### src/source/bridge_params.svh
`ifndef BRIDGE_PARAMS_SVH
`define BRIDGE_PARAMS_SVH

// data and address bus width
`define BRIDGE_WIDTH 32

// number of APB slaves behind the bridge
`define BRIDGE_SLAVES 4

// config space runs from address 0 up to this one
`define CFG_ADDR_LAST 8

// window bases after reset
`define SLAVE_BASE_0 32'h8000_0000
`define SLAVE_BASE_1 32'h8400_0000
`define SLAVE_BASE_2 32'h8800_0000
`define SLAVE_BASE_3 32'h8C00_0000

// window size after reset, same for all slaves
`define SLAVE_OFFSET_RST 32'h0000_03FF

`endif

### src/source/ahb_pkg.sv
`default_nettype none
`include "bridge_params.svh"

package ahb_pkg;

	// bus address and data words
	typedef logic [`BRIDGE_WIDTH-1:0] addr_t;
	typedef logic [`BRIDGE_WIDTH-1:0] data_t;

	typedef enum logic [1:0]
	{
		IDLE   = 2'b00,
		BUSY   = 2'b01,
		NONSEQ = 2'b10,
		SEQ    = 2'b11
	} htrans_e;

	// log2 of the transfer size in bytes
	typedef logic [2:0] hsize_t;

	typedef enum logic [1:0]
	{
		OKAY  = 2'b00,
		ERROR = 2'b10
	} hresp_e;

endpackage

`default_nettype wire

### src/source/regmap_pkg.sv
`default_nettype none
`include "bridge_params.svh"

package regmap_pkg;

	// one bit per APB slave
	typedef logic [`BRIDGE_SLAVES-1:0] slave_sel_t;

	// config address, 1..8 map to base/offset pairs
	typedef logic [3:0] cfg_index_t;

	// two-cycle error response
	typedef enum logic [1:0]
	{
		ERR_IDLE   = 2'b00,
		ERR_FIRST  = 2'b01,
		ERR_SECOND = 2'b10
	} err_state_e;

endpackage

`default_nettype wire

### src/source/cfg_regs.sv
`timescale 1ns/1ps
`default_nettype none
`include "bridge_params.svh"

module cfg_regs (
	input  wire logic             Hclk,
	input  wire logic             Hresetn,
	input  wire ahb_pkg::htrans_e htrans,
	input  wire logic             hwrite,
	input  wire logic             hreadyin,
	input  wire ahb_pkg::addr_t   haddr,
	input  wire ahb_pkg::data_t   hwdata,
	input  wire ahb_pkg::hresp_e  hresp,
	output ahb_pkg::addr_t        base_0,
	output ahb_pkg::addr_t        base_1,
	output ahb_pkg::addr_t        base_2,
	output ahb_pkg::addr_t        base_3,
	output ahb_pkg::addr_t        offset_0,
	output ahb_pkg::addr_t        offset_1,
	output ahb_pkg::addr_t        offset_2,
	output ahb_pkg::addr_t        offset_3,
	output ahb_pkg::data_t        config_reg_data
);

	logic                   active;
	logic                   in_cfg;
	logic                   wr_pend;
	regmap_pkg::cfg_index_t wr_index;
	regmap_pkg::cfg_index_t rd_index;
	ahb_pkg::data_t         rd_mux;

	assign active = hreadyin && (htrans == ahb_pkg::NONSEQ || htrans == ahb_pkg::SEQ);
	assign in_cfg = (haddr <= `CFG_ADDR_LAST);
	assign rd_index = haddr[3:0];

	// write address held over into the data phase
	always_ff @(posedge Hclk or negedge Hresetn)
	begin
		if (!Hresetn)
			wr_pend <= 1'b0;
		else
			wr_pend <= active && hwrite && in_cfg;
	end

	always_ff @(posedge Hclk)
	begin
		if (active && hwrite && in_cfg)
			wr_index <= haddr[3:0];
	end

	always_ff @(posedge Hclk or negedge Hresetn)
	begin
		if (!Hresetn)
		begin
			base_0   <= `SLAVE_BASE_0;
			base_1   <= `SLAVE_BASE_1;
			base_2   <= `SLAVE_BASE_2;
			base_3   <= `SLAVE_BASE_3;
			offset_0 <= `SLAVE_OFFSET_RST;
			offset_1 <= `SLAVE_OFFSET_RST;
			offset_2 <= `SLAVE_OFFSET_RST;
			offset_3 <= `SLAVE_OFFSET_RST;
		end
		else if (wr_pend && hresp == ahb_pkg::OKAY) // dropped if the data phase errors
		begin
			case (wr_index)
				4'd1: base_0   <= hwdata;
				4'd2: offset_0 <= hwdata;
				4'd3: base_1   <= hwdata;
				4'd4: offset_1 <= hwdata;
				4'd5: base_2   <= hwdata;
				4'd6: offset_2 <= hwdata;
				4'd7: base_3   <= hwdata;
				4'd8: offset_3 <= hwdata;
				default: ; // address 0 has no register
			endcase
		end
	end

	always_comb
	begin
		case (rd_index)
			4'd1: rd_mux = base_0;
			4'd2: rd_mux = offset_0;
			4'd3: rd_mux = base_1;
			4'd4: rd_mux = offset_1;
			4'd5: rd_mux = base_2;
			4'd6: rd_mux = offset_2;
			4'd7: rd_mux = base_3;
			4'd8: rd_mux = offset_3;
			default: rd_mux = '0;
		endcase
	end

	// holds until the next config read
	always_ff @(posedge Hclk or negedge Hresetn)
	begin
		if (!Hresetn)
			config_reg_data <= '0;
		else if (active && !hwrite && in_cfg)
			config_reg_data <= rd_mux;
	end

endmodule

`default_nettype wire

### src/source/slave_decoder.sv
`timescale 1ns/1ps
`default_nettype none
`include "bridge_params.svh"

module slave_decoder (
	input  wire ahb_pkg::addr_t haddr,
	input  wire ahb_pkg::addr_t base_0,
	input  wire ahb_pkg::addr_t base_1,
	input  wire ahb_pkg::addr_t base_2,
	input  wire ahb_pkg::addr_t base_3,
	input  wire ahb_pkg::addr_t offset_0,
	input  wire ahb_pkg::addr_t offset_1,
	input  wire ahb_pkg::addr_t offset_2,
	input  wire ahb_pkg::addr_t offset_3,
	output regmap_pkg::slave_sel_t pselx_out
);

	ahb_pkg::addr_t base [`BRIDGE_SLAVES];
	ahb_pkg::addr_t limit [`BRIDGE_SLAVES];

	assign base[0] = base_0;
	assign base[1] = base_1;
	assign base[2] = base_2;
	assign base[3] = base_3;

	// upper bound is exclusive
	assign limit[0] = base_0 + offset_0;
	assign limit[1] = base_1 + offset_1;
	assign limit[2] = base_2 + offset_2;
	assign limit[3] = base_3 + offset_3;

	// overlapping windows can raise several selects
	always_comb
	begin
		for (int i = 0; i < `BRIDGE_SLAVES; i++)
		begin
			pselx_out[i] = (haddr >= base[i]) && (haddr < limit[i]);
		end
	end

endmodule

`default_nettype wire

### src/source/xfer_checker.sv
`timescale 1ns/1ps
`default_nettype none
`include "bridge_params.svh"

module xfer_checker (
	input  wire logic             Hclk,
	input  wire logic             Hresetn,
	input  wire ahb_pkg::htrans_e htrans,
	input  wire ahb_pkg::hsize_t  hsize,
	input  wire logic             hwrite,
	input  wire logic             hreadyin,
	input  wire ahb_pkg::addr_t   haddr,
	output ahb_pkg::hresp_e       hresp,
	output logic                  err_first
);

	logic                   active;
	logic                   in_cfg;
	ahb_pkg::htrans_e       htrans_q;
	ahb_pkg::hsize_t        hsize_q;
	logic                   hwrite_q;
	ahb_pkg::addr_t         align_mask;
	logic                   misaligned;
	logic                   seq_after_idle;
	logic                   burst_change;
	logic                   oversize;
	logic                   fault;
	regmap_pkg::err_state_e state;
	regmap_pkg::err_state_e state_nxt;

	assign active = hreadyin && (htrans == ahb_pkg::NONSEQ || htrans == ahb_pkg::SEQ);
	assign in_cfg = (haddr <= `CFG_ADDR_LAST);

	// previous cycle's control, for the burst checks
	always_ff @(posedge Hclk or negedge Hresetn)
	begin
		if (!Hresetn)
		begin
			htrans_q <= ahb_pkg::IDLE;
			hsize_q  <= '0;
			hwrite_q <= 1'b0;
		end
		else
		begin
			htrans_q <= htrans;
			hsize_q  <= hsize;
			hwrite_q <= hwrite;
		end
	end

	// low address bits that must be zero for this size
	assign align_mask = ahb_pkg::addr_t'((32'd1 << hsize) - 32'd1);

	assign misaligned = !in_cfg && ((haddr & align_mask) != '0);
	assign seq_after_idle = (htrans == ahb_pkg::SEQ) && (htrans_q == ahb_pkg::IDLE);
	assign burst_change = (htrans == ahb_pkg::SEQ) && (htrans_q == ahb_pkg::NONSEQ)
		&& ((hsize != hsize_q) || (hwrite != hwrite_q));
	assign oversize = (32'd1 << hsize) > (`BRIDGE_WIDTH / 8); // bytes vs bus bytes

	assign fault = active && (misaligned || seq_after_idle || burst_change || oversize);

	always_ff @(posedge Hclk or negedge Hresetn)
	begin
		if (!Hresetn)
			state <= regmap_pkg::ERR_IDLE;
		else
			state <= state_nxt;
	end

	// faults are only looked at from ERR_IDLE
	always_comb
	begin
		state_nxt = state;
		case (state)
			regmap_pkg::ERR_IDLE:
			begin
				if (fault)
					state_nxt = regmap_pkg::ERR_FIRST;
			end
			regmap_pkg::ERR_FIRST:
				state_nxt = regmap_pkg::ERR_SECOND;
			default:
				state_nxt = regmap_pkg::ERR_IDLE;
		endcase
	end

	assign hresp = (state == regmap_pkg::ERR_IDLE) ? ahb_pkg::OKAY : ahb_pkg::ERROR;
	assign err_first = (state == regmap_pkg::ERR_FIRST);

endmodule

`default_nettype wire

### src/source/ahb_apb_bridge.sv
`timescale 1ns/1ps
`default_nettype none
`include "bridge_params.svh"

module ahb_apb_bridge (
	input  wire logic             Hclk,
	input  wire logic             Hresetn,
	input  wire ahb_pkg::htrans_e htrans,
	input  wire ahb_pkg::hsize_t  hsize,
	input  wire logic             hwrite,
	input  wire logic             hreadyin,
	input  wire logic             hreadyout_in,
	input  wire ahb_pkg::addr_t   haddr,
	input  wire ahb_pkg::data_t   hwdata,
	output ahb_pkg::hresp_e       hresp,
	output logic                  hreadyout,
	output logic                  valid,
	output regmap_pkg::slave_sel_t pselx_out,
	output ahb_pkg::data_t        config_reg_data
);

	ahb_pkg::addr_t base_0;
	ahb_pkg::addr_t base_1;
	ahb_pkg::addr_t base_2;
	ahb_pkg::addr_t base_3;
	ahb_pkg::addr_t offset_0;
	ahb_pkg::addr_t offset_1;
	ahb_pkg::addr_t offset_2;
	ahb_pkg::addr_t offset_3;
	logic           err_first;
	logic           active;
	logic           cfg_write;

	assign active = hreadyin && (htrans == ahb_pkg::NONSEQ || htrans == ahb_pkg::SEQ);
	assign cfg_write = hwrite && (haddr <= `CFG_ADDR_LAST);

	// config writes stay on the AHB side
	assign valid = active && (hresp == ahb_pkg::OKAY) && !cfg_write;

	always_comb
	begin
		if (hresp == ahb_pkg::ERROR)
			hreadyout = !err_first; // low then high across the error
		else if (cfg_write)
			hreadyout = 1'b1;
		else
			hreadyout = hreadyout_in;
	end

	cfg_regs u_cfg_regs (
		.Hclk            (Hclk),
		.Hresetn         (Hresetn),
		.htrans          (htrans),
		.hwrite          (hwrite),
		.hreadyin        (hreadyin),
		.haddr           (haddr),
		.hwdata          (hwdata),
		.hresp           (hresp),
		.base_0          (base_0),
		.base_1          (base_1),
		.base_2          (base_2),
		.base_3          (base_3),
		.offset_0        (offset_0),
		.offset_1        (offset_1),
		.offset_2        (offset_2),
		.offset_3        (offset_3),
		.config_reg_data (config_reg_data)
	);

	slave_decoder u_slave_decoder (
		.haddr     (haddr),
		.base_0    (base_0),
		.base_1    (base_1),
		.base_2    (base_2),
		.base_3    (base_3),
		.offset_0  (offset_0),
		.offset_1  (offset_1),
		.offset_2  (offset_2),
		.offset_3  (offset_3),
		.pselx_out (pselx_out)
	);

	xfer_checker u_xfer_checker (
		.Hclk      (Hclk),
		.Hresetn   (Hresetn),
		.htrans    (htrans),
		.hsize     (hsize),
		.hwrite    (hwrite),
		.hreadyin  (hreadyin),
		.haddr     (haddr),
		.hresp     (hresp),
		.err_first (err_first)
	);

endmodule

`default_nettype wire

### config.mk
export PLATFORM = sky130hd
export DESIGN_NAME = ahb_apb_bridge
export DESIGN_NICKNAME = d
export VERILOG_FILES = /design/src/source/ahb_pkg.sv /design/src/source/regmap_pkg.sv /design/src/source/cfg_regs.sv /design/src/source/slave_decoder.sv /design/src/source/xfer_checker.sv /design/src/source/ahb_apb_bridge.sv
export VERILOG_INCLUDE_DIRS = /design/src /design/src/source
export SDC_FILE = /design/constraint.sdc
export NUM_CORES = 1
export LEC_CHECK = 0
export ABC_CLOCK_PERIOD_IN_PS = 4000
export BUFFER_PORTS_ARGS = -buffer_cell sky130_fd_sc_hd__buf_2
export CAP_MARGIN = 20
export CORE_MARGIN = 5
export CORE_UTILIZATION = 32
export DETAILED_ROUTE_END_ITERATION = 8
export PLACE_DENSITY_LB_ADDON = 0.25
export RECOVER_POWER = 50
export SETUP_SLACK_MARGIN = 0.4
export SLEW_MARGIN = 10
export SYNTH_ARGS = -nofsm -noshare
export SYNTH_HDL_FRONTEND = slang
export SYNTH_HIERARCHICAL = 1
export SYNTH_SLANG_ARGS = --single-unit
### constraint.sdc
create_clock -name Hclk -period 4 [get_ports Hclk]
set_input_delay 0.2 -clock Hclk [delete_from_list [all_inputs] [get_ports Hclk]]
set_output_delay 0.2 -clock Hclk [all_outputs]
set_load 0.02 [all_outputs]
==> Word-level counts from Yosys, hierarchy flattened <==
Cells that the tools add are included.
{ "totals": {"wordCells": 101, "ff_bits": 301, "input_bits": 74, "out_inout_bits": 40} }
{ "op_classes": {"eq_ne": 24, "bitwise": 1, "reduce_logical": 39, "n_shift": 1, "magnitude_cmp": 10, "add_sub_neg": 5, "n_mux": 6} }
{ "ops": {"columns": ["op", "count"], "rows": [
  ["case mux 32 bit (8 select lines)", 1],
  ["adder 32 bit", 4],
  ["greater-or-equal comparator 32 bit", 4],
  ["< comparator 32 bit", 4],
  ["bitwise AND 32 bit", 1],
  ["== test 4 x 3 -> 1 bit, second input constant", 8],
  ["greater-than comparator 32 x 3 -> 1 bit, second input constant", 1],
  ["less-or-equal comparator 32 x 4 -> 1 bit, second input constant", 1],
  ["nonzero test 32 bit", 1],
  ["left shift 1 x 3 -> 32 bit, first input constant", 1],
  ["subtractor 32 x 1 -> 32 bit, second input constant", 1],
  ["logical AND 1 bit", 18],
  ["== test 4 x 2 -> 1 bit, second input constant", 4],
  ["AND reduction 2 bit", 8],
  ["== test 2 bit, second input constant", 4],
  ["== test 4 x 1 -> 1 bit, second input constant", 2],
  ["== test 4 bit, second input constant", 2],
  ["logical NOT 2 bit", 3],
  ["logical OR 1 bit", 5],
  ["logical NOT 1 bit", 4],
  ["2-to-1 mux 2 bit", 2],
  ["case mux 2 bit (2 select lines)", 1],
  ["!= test 3 bit", 1],
  ["== test 2 x 1 -> 1 bit, second input constant", 1],
  ["other kinds (3)", 4]
]} }

==> Logic depth before layout (Yosys ltp) <==
{ "logic_depth": {"ltp_word": 11, "mapped_depth": 18, "depth_no_buf": 18} }

==> Hierarchy <==
The synthesis kept the hierarchy.
{ "by_module_without_submodules": {"columns": ["mod", "area_each_um2", "cells_each", "n_inst", "seq_area_each_um2"], "rows": [
  ["cfg_regs", 13751.9, 1020, 1, 7412.1],
  ["slave_decoder", 12712.2, 1719, 1, 0.0],
  ["xfer_checker", 611.8, 68, 1, 200.2],
  ["ahb_apb_bridge", 115.1, 17, 1, 0.0]
]} }

==> Worst setup path after synthesis <==
Ideal clock, no wire load.
{ "synth_timing": {"path_type": "reg-to-output", "startpoint": "reg u_cfg_regs.offset_1[0]", "endpoint": "out pselx_out[1]", "required_time_ns": 3.800, "path_stages_with_launch": 18, "arrival_time_ns": 3.870, "slack_ns": -0.070, "path_buffers": 0, "path_cell_list": "dfstp_2 -> ha_1 -> inv_1 -> fa_1 -> nor2b_1 -> o2111a_1 -> nor4_1 -> o31ai_2 -> a41oi_1 -> o41ai_1 -> xnor2_1 -> ha_1 -> a21o_1 -> a21oi_1 -> o21ai_0 -> a21oi_1 -> o21ai_0 -> nor3_1"} }
{ "synth_between": {"elab_chain_cells": 3} }
{ "synth_lines": {"columns": ["element", "line", "source"], "rows": [
  ["from (decl)", "cfg_regs.sv:19", "output ahb_pkg::addr_t offset_1,"],
  ["from (signal assigned)", "cfg_regs.sv:60", "offset_1 <= `SLAVE_OFFSET_RST;"],
  ["from (signal assigned)", "cfg_regs.sv:70", "4'd4: offset_1 <= hwdata;"],
  ["adder 32 bit", "slave_decoder.sv:28", "assign limit[1] = base_1 + offset_1;"],
  ["< comparator 32 bit", "slave_decoder.sv:37", "pselx_out[i] = (haddr >= base[i]) && (haddr < limit[i]);"],
  ["logical AND 1 bit", "slave_decoder.sv:37", null],
  ["to (decl)", "ahb_apb_bridge.sv:18", "output regmap_pkg::slave_sel_t pselx_out,"]
]} }
Every way passes these cells.

==> Final worst setup path <==
{ "layout_timing": {"startpoint": "reg u_cfg_regs.offset_1[2]", "endpoint": "out pselx_out[1]"} }
Same word-level chain as after synthesis.

==> summary.txt <==
Status
  – Result of the run: finished with violations
  – Violations in the final reports: max-capacitance violations, max-slew violations, negative setup slack

Timing
  – Relative max-transition margin: -71.49%
  – Post-route fraction of the period consumed by the critical path: 116.0%
  – Max-slew violation total from the final report: roughly 360
  – Worst clock skew: 0.01840 ns
  – Unrepaired setup endpoints after global routing: yes
  – Maximum operating frequency: 215.6 MHz
  – Shortest period the worst path allows: approximately 4.6 ns
  – Final Setup Violations: 4
  – Worst path setup slack after routing: -0.6389 ns
  – Final TNS setup: -2.129 ns
  – Least-Margin Pin Slew: between 2 and 3 ns
  – Count of endpoints failing hold in the final timing report: 0

Route
  – Final antenna-violating net count: 0
  – Total number of vias: 23.34k
  – Post-DR wirelength/cell: about 22 um
  – Post-DR vias/cell: 5.425
  – Highest routing layer actually used: met5
  – Drt first pass iters: 5
  – DRC violations left: 0
  – DRC marker count from the first detailed-route iteration: roughly 1.5k
  – Met1 wire length: around 45,000 um
  – Met3 Routed Length: between 4000 and 5000 um
  – DR WL met2: 41,440 um
  – Final wirelength: ~93,000 um

Global route
  – Largest net degree at the start of global routing: approximately 140
  – First-pass GRT wire length: 139,100 um
  – Global router's overall resource usage: a little under 20%
  – Total overflow reported by the global router: 0
  – Number of global-route vias before repair: ~23k
  – Antenna violations before repair: 5

CTS
  – Number of H-tree branching levels: 2
  – Clock network latency to the later pin of the worst-skew pair: between 0.5 and 0.6 ns
  – Clock Tree Root: clkbuf_16
  – Clock-pin slew on the worst setup and hold paths: 0.06 ns
  – TritonCTS sink count: between 300 and 400
  – Number of buffers created by CTS: 41
  – TritonCTS clock tree: built
  – CTS Buffer Depth: 3

Worst setup path
  – Launch point of the worst reg-to-reg path: u_xfer_checker/state[0]
  – Cell breakdown of the critical path: ha_1, nor2b_2, o2111a_1, nor4_1, buf_4, o31ai_4, buf_4, a221oi_1, xor2_1, ha_1, a21o_1, a21oi_1, o21ai_0, a21oi_1, o21ai_1, nor3_2, buf_4, buf_6
  – Destination of the worst register-to-register timing path: u_cfg_regs/base_2[25]
  – Top fanout value on the critical path: 3
  – Worst-case reg-to-reg path depth: 7
  – Reg2Reg Setup Slack: around 1.1 ns
  – Endpoint kind of the worst setup timing path: primary output
  – WP data required: 3.80 ns
  – Category of the critical setup timing path: reg -> out
  – CP Data Arrival Time: 4.44 ns
  – Slowest cell on crit path: dfstp_2
  – Most used cell, CP: buf_4
  – Critical Path Start Type: flip-flop
  – Critical path's largest stage delay: about 0.55 ns

Floorplanning
  – Ports placed on the boundary: around 110
  – Rows: about 110
  – Area of the core region: 0.08475 mm^2
  – Height of the chip: roughly 300 um
  – Chip Width: 301.5 um
  – Initial cell density of the core: roughly 32%
  – Die area: roughly 0.091 mm^2

Cells and area
  – Area used by sequential logic in the layout: between 0.007 and 0.008 mm^2
  – Number of nets in the final layout: 3,579
  – Layout overhead on the synthesized area: 19.59%
  – Commonest cells after routing, fill and taps aside: 367 x ha_1, 257 x mux2_2, 252 x buf_4, 249 x dfrtp_1, 174 x a21oi_1
  – Fill count: about 8.6k
  – Multi-input gate area in the final layout: around 0.019 mm^2
  – Commonest non-fill, non-tap cell in the layout: ha_1
  – Number of cells in the finished layout apart from fillers: about 4.3k
  – Share of layout cells above drive strength 1: 26.90%

Yosys
  – Synth Flop Type: dfrtp_1
  – Proportion of synthesized flip-flops having asynchronous set or reset: 98.67%
  – Proportion of synthesized chip area in sequential cells: approximately 28%
  – EDFF count, synth: 4
  – Netlist cell types: 92
  – YS warnings: 6
  – Mean Syn Cell Area: 9.629 um^2
  – Net count of the mapped netlist: 3,280
  – Netlist Area Pre-Place: about 0.027 mm^2
  – Number of flip-flops and latches in the synthesized netlist: 301
  – Syn Inst Count: between 2k and 3k

Pwr
  – Worst ir drop on vdd: approximately 0.23 mV
  – Total chip power: 7.764 mW
  – Standby leakage power: 15.63 nW
  – Pwr Density: 238.8 mW/mm^2

Placement
  – DP Cell Count: approximately 4.2k
  – GP Congestion: 0.9181
  – Final HPWL DP: 72,350 um
  – Count of buffers from port buffering: 112

Worst hold path
  – Class of the tightest hold or removal check: in -> reg
  – Hold EP: u_cfg_regs/offset_2[25]
  – Hold Path Stages: 2
  – Hold path startpoint: hwdata[25]

Run
  – Reported max-cap violation count: 4
[worst max path at each step]
stage                                       from           end  slack, ns  cells after the start
after floorplan           u_cfg_regs/offset_1[0]  pselx_out[1]       0.32                     17
after CTS                 u_cfg_regs/offset_1[2]  pselx_out[1]      -0.65                     18
after global routing       u_cfg_regs/base_1[15]  pselx_out[1]      -0.89                     17
final                     u_cfg_regs/offset_1[2]  pselx_out[1]      -0.64                     18
after global placement    u_cfg_regs/offset_0[0]  pselx_out[0]      -0.27                     18
after detailed placement  u_cfg_regs/offset_1[4]  pselx_out[1]      -0.26                     19
[synthesized netlist by cell type, types with 25 or more instances]
library cell / n / share of area [%]
o21ai_0: 158 / 2.9
inv_1: 175 / 2.4
dfstp_2: 48 / 4.6
a32oi_1: 32 / 1.0
nor2_1: 89 / 1.2
nand2_1: 102 / 1.4
clkbuf_1: 81 / 1.1
xor2_1: 48 / 1.5
a22oi_1: 32 / 0.88
buf_2: 25 / 0.46
nor3_1: 37 / 0.68
ha_1: 378 / 17
a21oi_1: 192 / 3.5
nand4_1: 103 / 2.4
mux2_2: 257 / 11
and3b_1: 127 / 4.1
a21o_1: 165 / 4.6
dfrtp_1: 249 / 23
nor2b_1: 55 / 1.3
xnor2_1: 66 / 2.1
[critical path: cells and delay by family, from the launching register on]
family | cells | cell delay [ns]
adders and majority gates | 2 | 0.52
AOI/OAI and AO/OA | 8 | 1.33
DFF | 1 | 0.55
xor gates and xnor gates | 1 | 0.20
buffers and inverters | 4 | 0.67
and+or+nand+nor | 3 | 0.60
[registers in the layout (all words and copies together) (netlist names), 2 cells and up]
name and count:
u_cfg_regs/base_2 32, u_cfg_regs/offset_0 32, u_xfer_checker/htrans_q 2, u_cfg_regs/offset_2 32, u_xfer_checker/state 2, u_cfg_regs/base_3 32, u_cfg_regs/offset_3 32, u_cfg_regs/base_0 32
u_cfg_regs/config_reg_data 32, u_xfer_checker/hsize_q 3, u_cfg_regs/base_1 32, u_cfg_regs/offset_1 32, u_cfg_regs/wr_index 4
[metal layers]
| metal | vias to the layer above | GRT usage [%] |
|---|---|---|
| met2 | 550 | 31.73 |
| met1 | 11450 | 28.24 |
| met4 | 2 | 4.910 |
| met3 | 122 | 2.498 |
| met5 | - | 0 |
| li1 | 11220 | - |
[layout make-up]
class                   instances  area share [%]
inverters                     175           2.020
flip-flops and latches        301           23.41
repair buffers                378           7.888
clock inverters                17          0.5502
multi-input cells            2226           57.88
clock buffers                  59           3.832
well taps                    1144           4.402
diodes                          2         0.01539
[stage by stage]
step | area [um^2] | util (%) | setup slack [ns] | hold WS [ns]
after floorplan | 27260 | - | 0.3174 | -0.09559
after global placement | 30690 | 36.22 | -0.2731 | 0.2807
after detailed placement | 30690 | 36.22 | -0.2623 | 0.2736
after CTS | 32500 | 38.35 | -0.6505 | 0.003829
after global routing | 32520 | 38.37 | -0.8944 | 0.03814
final | 32520 | 38.37 | -0.6389 | 0.03701
[kinds of logic after synthesis]
logic type	Yosys count	share of synthesized area, %
AOI/OAI and AO/OA	772	18.75
and+or+nand+nor	664	14.96
adders and majority gates	382	17.69
DFF	301	28.00
buffers and inverters	297	4.486
muxes	293	12.44
xor gates and xnor gates	114	3.672
other	1	0.01379
[where the power goes]
group	switching (mW)	total, mW	internal, mW
clock network	1.53	3.89	2.36
logic	0.544	0.811	0.267
registers	0.00347	3.06	3.06
[repair_timing]
item	in CTS	in global routing
hold endpoints to repair	76	0
hold buffers	8	0
buffers inserted	5	1
pin swaps	30	29
endpoints found under the setup margin	4	4
gates resized for setup	67	21
Note: power is estimated with default switching activity, not from simulation.
